<file path="src/design/sdram_config.svh">
/* widths and timing of the sdram request front end
   include in any file that sizes a bus or counts cycles */
`ifndef SDRAM_CONFIG_SVH
`define SDRAM_CONFIG_SVH

// word address per bank, row above column
`define SDRAM_ROW_W 13
`define SDRAM_COL_W 9
`define SDRAM_AW    22

// one 16-bit word per access
`define SDRAM_DW    16

// cycles, counted at the controller clock
`define SDRAM_TRCD  2
`define SDRAM_CL    2
// busy time after the auto-precharging command, write recovery included
`define SDRAM_TRP   3

// 1 registers the client requests, 0 passes them straight through
`define SDRAM_LATCH 1

`endif

</file>
<file path="src/design/sdram_pkg.sv">
/* shared types for the sdram front end
   command pin patterns and the per-bank word address */
`include "sdram_config.svh"

package sdram_pkg;

    // pin pattern {cs_n, ras_n, cas_n, we_n}
    typedef enum logic [3:0] {
        // chip selected, no operation
        CMD_NOP   = 4'b0111,
        // open a row
        CMD_ACT   = 4'b0011,
        // column read, a[10] picks auto-precharge
        CMD_READ  = 4'b0101,
        // column write, same a[10] rule
        CMD_WRITE = 4'b0100
    } sdram_cmd_e;

    // word address as the client gives it
    typedef struct packed {
        // upper bits select the row
        logic [`SDRAM_ROW_W-1:0] row;
        // lower bits select the column
        logic [`SDRAM_COL_W-1:0] col;
    } sdram_addr_t;

    // number of banks, one client each
    localparam int NUM_BANKS = 4;

    // bank index width on the pins
    localparam int BA_W = 2;

endpackage

</file>
<file path="src/design/sdram_bank_if.sv">
/* command slot between one bank sequencer and the command arbiter
   the sequencer holds its request until grant, read data comes back here */
`timescale 1ns/1ps
`include "sdram_config.svh"

interface sdram_bank_if import sdram_pkg::*; ();

    // request side, held stable until grant
    logic                    req;
    sdram_cmd_e              cmd;
    logic [`SDRAM_ROW_W-1:0] row;
    logic [`SDRAM_COL_W-1:0] col;
    logic [`SDRAM_DW-1:0]    wdata;

    // high in the cycle the command is on the pins
    logic                    grant;

    // one pulse, CL cycles after the read grant
    logic                    rvalid;
    logic [`SDRAM_DW-1:0]    rdata;

    modport seq (
        output req, cmd, row, col, wdata,
        input  grant, rvalid, rdata
    );

    modport arb (
        input  req, cmd, row, col, wdata,
        output grant, rvalid, rdata
    );

endinterface

</file>
<file path="src/design/sdram_req_latch.sv">
/* optional register stage in front of the four bank sequencers
   SDRAM_LATCH picks a one-cycle register or a plain pass-through */
`timescale 1ns/1ps
`include "sdram_config.svh"

module sdram_req_latch import sdram_pkg::*; (
    input  logic                 clk,
    input  logic                 rst,
    input  sdram_addr_t          addr    [4],
    input  logic [`SDRAM_DW-1:0] wdata   [4],
    input  logic [3:0]           rd,
    input  logic [3:0]           wr,
    output sdram_addr_t          addr_l  [4],
    output logic [`SDRAM_DW-1:0] wdata_l [4],
    output logic [3:0]           rd_l,
    output logic [3:0]           wr_l
);

    generate
        if (`SDRAM_LATCH == 1) begin : g_reg
            // cuts the client path, costs one cycle
            always_ff @(posedge clk or posedge rst) begin
                if (rst) begin
                    for (int i = 0; i < 4; i++) begin
                        addr_l[i]  <= '0;
                        wdata_l[i] <= '0;
                    end
                    rd_l <= '0;
                    wr_l <= '0;
                end else begin
                    for (int i = 0; i < 4; i++) begin
                        addr_l[i]  <= addr[i];
                        wdata_l[i] <= wdata[i];
                    end
                    rd_l <= rd;
                    wr_l <= wr;
                end
            end
        end else begin : g_comb
            // no added latency
            always_comb begin
                for (int i = 0; i < 4; i++) begin
                    addr_l[i]  = addr[i];
                    wdata_l[i] = wdata[i];
                end
                rd_l = rd;
                wr_l = wr;
            end
        end
    endgenerate

endmodule

</file>
<file path="src/design/sdram_bank_seq.sv">
/* per-bank sequencer, one access at a time with auto-precharge
   asks the arbiter for an ACT slot, then a READ or WRITE slot */
`timescale 1ns/1ps
`include "sdram_config.svh"

module sdram_bank_seq import sdram_pkg::*; (
    input  logic                 clk,
    input  logic                 rst,
    input  sdram_addr_t          addr,
    input  logic [`SDRAM_DW-1:0] wdata,
    input  logic                 rd,
    input  logic                 wr,
    output logic [`SDRAM_DW-1:0] rdata,
    output logic                 ack,
    sdram_bank_if.seq            bus
);

    // one counter serves both the rcd and the precharge wait
    localparam int CNT_MAX = (`SDRAM_TRP > `SDRAM_TRCD) ? `SDRAM_TRP : `SDRAM_TRCD;
    localparam int CNT_W   = $clog2(CNT_MAX + 1);

    localparam logic [2:0] ST_IDLE     = 3'd0;
    localparam logic [2:0] ST_ACT      = 3'd1;
    localparam logic [2:0] ST_RCD      = 3'd2;
    localparam logic [2:0] ST_ACCESS   = 3'd3;
    localparam logic [2:0] ST_RD_WAIT  = 3'd4;
    localparam logic [2:0] ST_PRE_WAIT = 3'd5;

    logic [2:0]       state;
    logic [CNT_W-1:0] cnt;
    // operation taken when the request was accepted
    logic             op_wr;

    // request to the arbiter
    // idle asks at once so ACT reaches the pins one cycle after the request
    always_comb begin
        case (state)
            ST_IDLE:           bus.req = rd | wr;
            ST_ACT, ST_ACCESS: bus.req = 1'b1;
            // ask one cycle early, the column command lands TRCD after ACT
            ST_RCD:            bus.req = (cnt == '0);
            default:           bus.req = 1'b0;
        endcase
    end

    assign bus.cmd   = (state == ST_IDLE || state == ST_ACT) ? CMD_ACT :
                       op_wr ? CMD_WRITE : CMD_READ;
    // client holds address and data until ack
    assign bus.row   = addr.row;
    assign bus.col   = addr.col;
    assign bus.wdata = wdata;

    always_ff @(posedge clk or posedge rst) begin
        if (rst) begin
            state <= ST_IDLE;
            cnt   <= '0;
            op_wr <= 1'b0;
            ack   <= 1'b0;
        end else begin
            ack <= 1'b0;
            case (state)
                ST_IDLE: begin
                    if (rd | wr) begin
                        op_wr <= wr;
                        state <= ST_ACT;
                    end
                end
                // grant here means ACT is on the pins this cycle
                ST_ACT: begin
                    if (bus.grant) begin
                        cnt   <= CNT_W'(`SDRAM_TRCD - 2);
                        state <= ST_RCD;
                    end
                end
                ST_RCD: begin
                    if (cnt == '0) begin
                        state <= ST_ACCESS;
                    end else begin
                        cnt <= cnt - 1'b1;
                    end
                end
                // waits here while other banks win the bus
                ST_ACCESS: begin
                    if (bus.grant) begin
                        cnt <= CNT_W'(`SDRAM_TRP - 1);
                        if (op_wr) begin
                            // write done once it is on the pins
                            ack   <= 1'b1;
                            state <= ST_PRE_WAIT;
                        end else begin
                            state <= ST_RD_WAIT;
                        end
                    end
                end
                // precharge time keeps running during the CAS latency
                ST_RD_WAIT: begin
                    if (bus.rvalid) begin
                        ack   <= 1'b1;
                        state <= ST_PRE_WAIT;
                        // stay busy until the dropped request has passed the latch
                        cnt   <= (cnt > CNT_W'(`SDRAM_LATCH)) ? cnt - 1'b1 :
                                 CNT_W'(`SDRAM_LATCH);
                    end else if (cnt != '0) begin
                        cnt <= cnt - 1'b1;
                    end
                end
                ST_PRE_WAIT: begin
                    if (cnt == '0) begin
                        state <= ST_IDLE;
                    end else begin
                        cnt <= cnt - 1'b1;
                    end
                end
                default: state <= ST_IDLE;
            endcase
        end
    end

    // read word held for the ack cycle
    always_ff @(posedge clk) begin
        if (state == ST_RD_WAIT && bus.rvalid) begin
            rdata <= bus.rdata;
        end
    end

endmodule

</file>
<file path="src/design/sdram_cmd_arbiter.sv">
/* merges the four bank command slots onto the sdram pins
   rotating priority, one grant per cycle, read data routed back by bank */
`timescale 1ns/1ps
`include "sdram_config.svh"

module sdram_cmd_arbiter import sdram_pkg::*; (
    input  logic                    clk,
    input  logic                    rst,
    input  logic [`SDRAM_DW-1:0]    dq_in,
    sdram_bank_if.arb               bank [4],
    output sdram_cmd_e              sdram_cmd,
    output logic [1:0]              sdram_ba,
    output logic [`SDRAM_ROW_W-1:0] sdram_a,
    output logic [`SDRAM_DW-1:0]    dq_out,
    output logic                    dq_oe
);

    localparam int CL = `SDRAM_CL;

    logic [3:0]              req_v;
    sdram_cmd_e              cmd_a   [4];
    logic [`SDRAM_ROW_W-1:0] row_a   [4];
    logic [`SDRAM_COL_W-1:0] col_a   [4];
    logic [`SDRAM_DW-1:0]    wdata_a [4];
    logic [3:0]              grant_q;
    logic [1:0]              ptr;
    logic [1:0]              sel;
    logic                    found;
    logic [`SDRAM_ROW_W-1:0] col_addr;
    // read return pipe, one entry per cycle of CAS latency
    logic [CL-1:0]           rd_v;
    logic [CL-1:0][1:0]      rd_ba;

    for (genvar i = 0; i < 4; i++) begin : g_bank
        // a bank still holds req during its grant cycle, skip it there
        assign req_v[i]       = bank[i].req & ~grant_q[i];
        assign cmd_a[i]       = bank[i].cmd;
        assign row_a[i]       = bank[i].row;
        assign col_a[i]       = bank[i].col;
        assign wdata_a[i]     = bank[i].wdata;
        assign bank[i].grant  = grant_q[i];
        assign bank[i].rvalid = rd_v[CL-1] && (rd_ba[CL-1] == 2'(i));
        assign bank[i].rdata  = dq_in;
    end

    // first requester at or after the pointer
    always_comb begin : pick
        logic [1:0] idx;
        found = 1'b0;
        sel   = ptr;
        for (int k = 0; k < 4; k++) begin
            idx = ptr + 2'(k);
            if (!found && req_v[idx]) begin
                found = 1'b1;
                sel   = idx;
            end
        end
    end

    // column address with a[10] set for auto-precharge
    always_comb begin
        col_addr                     = '0;
        col_addr[`SDRAM_COL_W-1:0]   = col_a[sel];
        col_addr[10]                 = 1'b1;
    end

    always_ff @(posedge clk or posedge rst) begin
        if (rst) begin
            sdram_cmd <= CMD_NOP;
            dq_oe     <= 1'b0;
            grant_q   <= '0;
            ptr       <= '0;
            rd_v      <= '0;
        end else begin
            sdram_cmd <= found ? cmd_a[sel] : CMD_NOP;
            dq_oe     <= found && (cmd_a[sel] == CMD_WRITE);
            grant_q   <= found ? (4'b0001 << sel) : 4'b0000;
            if (found) begin
                ptr <= sel + 2'd1;
            end
            // a READ on the pins now returns CL cycles later
            rd_v[0] <= (sdram_cmd == CMD_READ);
            for (int k = 1; k < CL; k++) begin
                rd_v[k] <= rd_v[k-1];
            end
        end
    end

    // pin payload and bank tags
    always_ff @(posedge clk) begin
        sdram_ba <= sel;
        sdram_a  <= (cmd_a[sel] == CMD_ACT) ? row_a[sel] : col_addr;
        dq_out   <= wdata_a[sel];
        rd_ba[0] <= sdram_ba;
        for (int k = 1; k < CL; k++) begin
            rd_ba[k] <= rd_ba[k-1];
        end
    end

endmodule

</file>
<file path="src/design/sdram_frontend.sv">
/* request front end of a four-bank sdram controller
   one client per bank, shared command pins, data returned per bank */
`timescale 1ns/1ps
`include "sdram_config.svh"

module sdram_frontend import sdram_pkg::*; (
    input  logic                    clk,
    input  logic                    rst,
    input  sdram_addr_t             addr  [4],
    input  logic [`SDRAM_DW-1:0]    wdata [4],
    input  logic [3:0]              rd,
    input  logic [3:0]              wr,
    input  logic [`SDRAM_DW-1:0]    dq_in,
    output logic [`SDRAM_DW-1:0]    rdata [4],
    output logic [3:0]              ack,
    output sdram_cmd_e              sdram_cmd,
    output logic [1:0]              sdram_ba,
    output logic [`SDRAM_ROW_W-1:0] sdram_a,
    output logic [`SDRAM_DW-1:0]    dq_out,
    output logic                    dq_oe
);

    // requests after the optional register stage
    sdram_addr_t          addr_l  [4];
    logic [`SDRAM_DW-1:0] wdata_l [4];
    logic [3:0]           rd_l;
    logic [3:0]           wr_l;

    // one command slot per bank
    sdram_bank_if bank_bus [4] ();

    sdram_req_latch u_latch (
        .clk     (clk),
        .rst     (rst),
        .addr    (addr),
        .wdata   (wdata),
        .rd      (rd),
        .wr      (wr),
        .addr_l  (addr_l),
        .wdata_l (wdata_l),
        .rd_l    (rd_l),
        .wr_l    (wr_l)
    );

    for (genvar i = 0; i < 4; i++) begin : g_seq
        sdram_bank_seq u_seq (
            .clk   (clk),
            .rst   (rst),
            .addr  (addr_l[i]),
            .wdata (wdata_l[i]),
            .rd    (rd_l[i]),
            .wr    (wr_l[i]),
            .rdata (rdata[i]),
            .ack   (ack[i]),
            .bus   (bank_bus[i])
        );
    end

    sdram_cmd_arbiter u_arb (
        .clk       (clk),
        .rst       (rst),
        .dq_in     (dq_in),
        .bank      (bank_bus),
        .sdram_cmd (sdram_cmd),
        .sdram_ba  (sdram_ba),
        .sdram_a   (sdram_a),
        .dq_out    (dq_out),
        .dq_oe     (dq_oe)
    );

endmodule

</file>
<file path="config.mk">
export PLATFORM = sky130hd
export DESIGN_NAME = sdram_frontend
export DESIGN_NICKNAME = d
export VERILOG_FILES = /design/src/design/sdram_pkg.sv /design/src/design/sdram_bank_if.sv /design/src/design/sdram_req_latch.sv /design/src/design/sdram_bank_seq.sv /design/src/design/sdram_cmd_arbiter.sv /design/src/design/sdram_frontend.sv
export VERILOG_INCLUDE_DIRS = /design/src /design/src/design
export SDC_FILE = /design/constraint.sdc
export NUM_CORES = 1
export LEC_CHECK = 0
export BUFFER_PORTS_ARGS = -buffer_cell sky130_fd_sc_hd__buf_2
export CORE_MARGIN = 4
export CORE_UTILIZATION = 52
export CTS_BUF_LIST = sky130_fd_sc_hd__clkbuf_8 sky130_fd_sc_hd__clkbuf_16
export DETAILED_ROUTE_END_ITERATION = 8
export PLACE_DENSITY = 0.79
export RECOVER_POWER = 50
export SETUP_SLACK_MARGIN = 0.3
export SLEW_MARGIN = 20
export SYNTH_ARGS = -nofsm -noshare
export SYNTH_HDL_FRONTEND = slang
export SYNTH_SLANG_ARGS = --single-unit
</file>
<file path="constraint.sdc">
create_clock -name clk -period 8 [get_ports clk]
set_input_delay 1.6 -clock clk [delete_from_list [all_inputs] [get_ports clk]]
set_output_delay 1.6 -clock clk [all_outputs]
set_load 0.03 [all_outputs]
</file>
==> flow_summary.json <==
{
  "status": "complete, no violations",
  "synth_area_leaders": "dfrtp_1 (47%), edfxtp_1 (18%), mux2i_1 (7.1%)",
  "finalNetCount": 1192,
  "fin_crit_ns": 3.80,
  "setup-violations-final": 0,
  "antenna_found_initial": 9,
  "placementRows": 51,
  "hold_start": "u_arb.rd_ba[0]",
  "crit_type": "flip-flop to flip-flop",
  "hp-class": "flip-flop to flip-flop",
  "worst_slew_pin_slew_ns": 1.14,
  "hold_ws_ns": 0.325,
  "cp_max_fo": 61,
  "p_sw_uw": 2040,
  "clockBufferDepth": 3,
  "r2r_end": "u_arb.sdram_a[11]",
  "syn-num-nets": 908,
  "cts_inserted_buffers": 29,
  "required_ns": 8.43,
  "r2r_slack_ns": 4.20,
  "route.detailed.drc": 0,
  "tns_ns": 0,
  "fin_worst_skew_ns": 0.0180,
  "syn_area_sq_um": 10600,
  "avgSynthCellArea_sq_um": 14.8,
  "hold_end": "u_arb.rd_ba[2]",
  "clock_latency_ns": 0.55,
  "clockPowerShare": 0.252,
  "r2r_start": "g_seq[0].u_seq.cnt[0]",
  "grt_pass1_vias": 6603,
  "htreeDepth": 1,
  "grt-ovfl-total": 0,
  "synth_flop_cell": "dfrtp_1",
  "start_kind": "flip-flop",
  "irDropWorstVdd_mv": 0.279,
  "wire_per_inst_microns": 16.7,
  "die_area_sq_um": 22700,
  "cts_root_buf": "clkbuf_16",
  "synth_seq_area_share": 0.721,
  "viasPerCell": 5.02,
  "drt_first_pass_iters": 4,
  "synth_edf_count": 64,
  "cts_resized": 0,
  "internal_power_uw": 3720,
  "crit_start": "g_seq[0].u_seq.cnt[0]",
  "grt_pass1_wl_mm": 33.7,
  "p_seq_frac": 0.350,
  "power.leakage_uw": 0.00611,
  "grt_max_degree": 125,
  "die_w_microns": 151,
  "power_density_nw_per_um2": 437,
  "fillerInstances": 1372,
  "ff_latch_area_sq_um": 7630,
  "dp_hpwl_mm": 15.0,
  "cts_setup_buffers": 0,
  "p_sw_frac": 0.354,
  "ioPinCount": 282,
  "multiInputGateArea_sq_um": 2650,
  "cts.sinks": 299,
  "hold_viol": 0,
  "rsz0062_at_grt": "no",
  "finalCritPeriodShare": 0.474,
  "worstPathArrival_ns": 4.22,
  "dr.first_iter.drc_count": 395,
  "syn-instance-count": 714,
  "slew_viol_final": 0,
  "netlist.area_leader.share": 0.466,
  "vias": 6458,
  "synth-seq-cells": 299,
  "max_slew_margin": 0.243,
  "cts_hold_buffers": 0,
  "drt_wl_total_mm": 21.5,
  "initial_core_util": 0.537,
  "yosysTopAreaCell": "dfrtp_1",
  "antenna_left": 0,
  "dieHeight_microns": 151,
  "cts.reportedPaths.clkPinSlew_ns": 0.06,
  "area_growth_pct": 24.7,
  "endpoint_kind": "flip-flop",
  "hold_depth": 0,
  "cts_tree": "built",
  "io_buffers": 280,
  "postSynth.asyncResetShare": 0.669,
  "layout-drive-gt1-share": 0.335,
  "r2r_cells": 10,
  "maxCapViolations": 0,
  "gp_congestion": 0.833,
  "yosysWarnings": 0,
  "grt_usage": 0.191,
  "fmax_mhz": 263,
  "ys_types": 61,
  "power_frac_comb": 0.398,
  "core_sq_um": 19700
}
-- power by group through the flow --
stage,Clock [uW],Sequential [uW],Combinational (uW)
6_report,1450,2020,2300
5_1_grt,1560,2050,2560
4_1_cts,1480,2020,2340
3_5_place_dp,0,2040,2310
3_3_place_gp,0,2030,2250
2_1_floorplan,0,2140,1840
-- routing by layer --
layer | global-route usage | vias up | wire (microns)
li1 | - | 3087 | -
met1 | 0.216 | 3060 | 7950
met2 | 0.341 | 251 | 10900
met3 | 0.0674 | 46 | 2060
met4 | 0.0535 | 14 | 510
met5 | 0 | - | 82
-- worst max-delay path, cell delays in order, from the launching register on --
cell and delay [ns]:
dfrtp_1 0.43, inv_1 0.07, ha_1 0.25, or3b_2 0.50, nand3_2 0.12, nand3_1 0.13
a31oi_4 0.18, buf_4 0.60, buf_4 0.65, mux4_2 0.57, nor2b_1 0.13
-- registers in the layout, summed over array words and instances (netlist names), 4 cells and up --
signal and cells:
u_arb.sdram_a 13, u_arb.grant_q 4, u_latch.wr_l 4, u_arb.rd_ba 4, u_latch.addr_l 88, g_seq.u_seq.op_wr 4, g_seq.u_seq.cnt 8, g_seq.u_seq.state 12
u_latch.wdata_l 64, g_seq.u_seq.rdata 64, g_seq.u_seq.ack 4, u_arb.dq_out 16, u_latch.rd_l 4
-- cell type report --
cell class / count / share of cell area
clock buffers: 32 / 0.0581
multi-input cells: 357 / 0.201
clock inverters: 21 / 0.0214
well taps: 265 / 0.0251
repair buffers: 288 / 0.108
diodes: 2 / 0.000379
inverters: 23 / 0.00711
flip-flops and latches: 299 / 0.579
-- Yosys cell counts, types with 4 or more instances --
library cell  instances
dfrtp_1             197
mux2i_1              75
edfxtp_1             64
a21oi_1              42
nor2_1               39
dfxtp_1              35
nor2b_1              27
inv_1                22
nand2_1              22
a211oi_1             20
ha_1                 16
o21ai_0              15
clkbuf_1             11
mux2_2               11
nor3_1               11
buf_2                 9
nand2b_1              9
buf_4                 8
a22o_1                5
nand3_1               4
nand3b_1              4
xor2_1                4
-- cell usage in the layout, fill, tap and decap left out, types with 27 or more instances in the layout --
master	netlist	final
nor2b_1	27	27
dfrtp_1	197	197
dfxtp_1	35	35
clkbuf_16	0	29
nor2_1	39	39
a21oi_1	42	42
mux2i_1	75	75
edfxtp_1	64	64
inv_1	22	30
buf_2	9	261
-- cells by family (layout without fill, tap and decap cells) --
group,Yosys count,count (layout),synth area share
other,1,3,0.000354
muxes,90,90,0.0905
buffers and inverters,58,364,0.0281
and+or+nand+nor,134,134,0.0662
xor gates and xnor gates,4,4,0.00331
adders and majority gates,16,16,0.0189
AOI/OAI and AO/OA,112,112,0.0714
DFF,299,299,0.721
-- stage by stage --
step	std cells	cell area, sq um	utilization	power (uW)	setup slack, ns
3_5_place_dp	1232	12200	0.617	4350	4.20
2_1_floorplan	714	10600	-	3970	0.951
5_1_grt	1287	13200	0.669	6170	3.92
3_3_place_gp	1232	12200	0.617	4290	4.26
6_report	1287	13200	0.669	5760	4.20
4_1_cts	1285	13200	0.671	5830	4.19
-- worst max path at each step --
stage | cells after the start | slack (ns) | to
after global routing | 11 | 3.92 | u_arb.sdram_a[2]
final | 10 | 4.20 | u_arb.sdram_a[11]
after detailed placement | 10 | 4.20 | u_arb.sdram_a[11]
after CTS | 10 | 4.19 | u_arb.sdram_a[11]
after global placement | 10 | 4.26 | u_arb.sdram_a[11]
after floorplan | 1 | 0.95 | g_seq[0].u_seq.ack
Note: power is estimated with default switching activity, not from simulation.
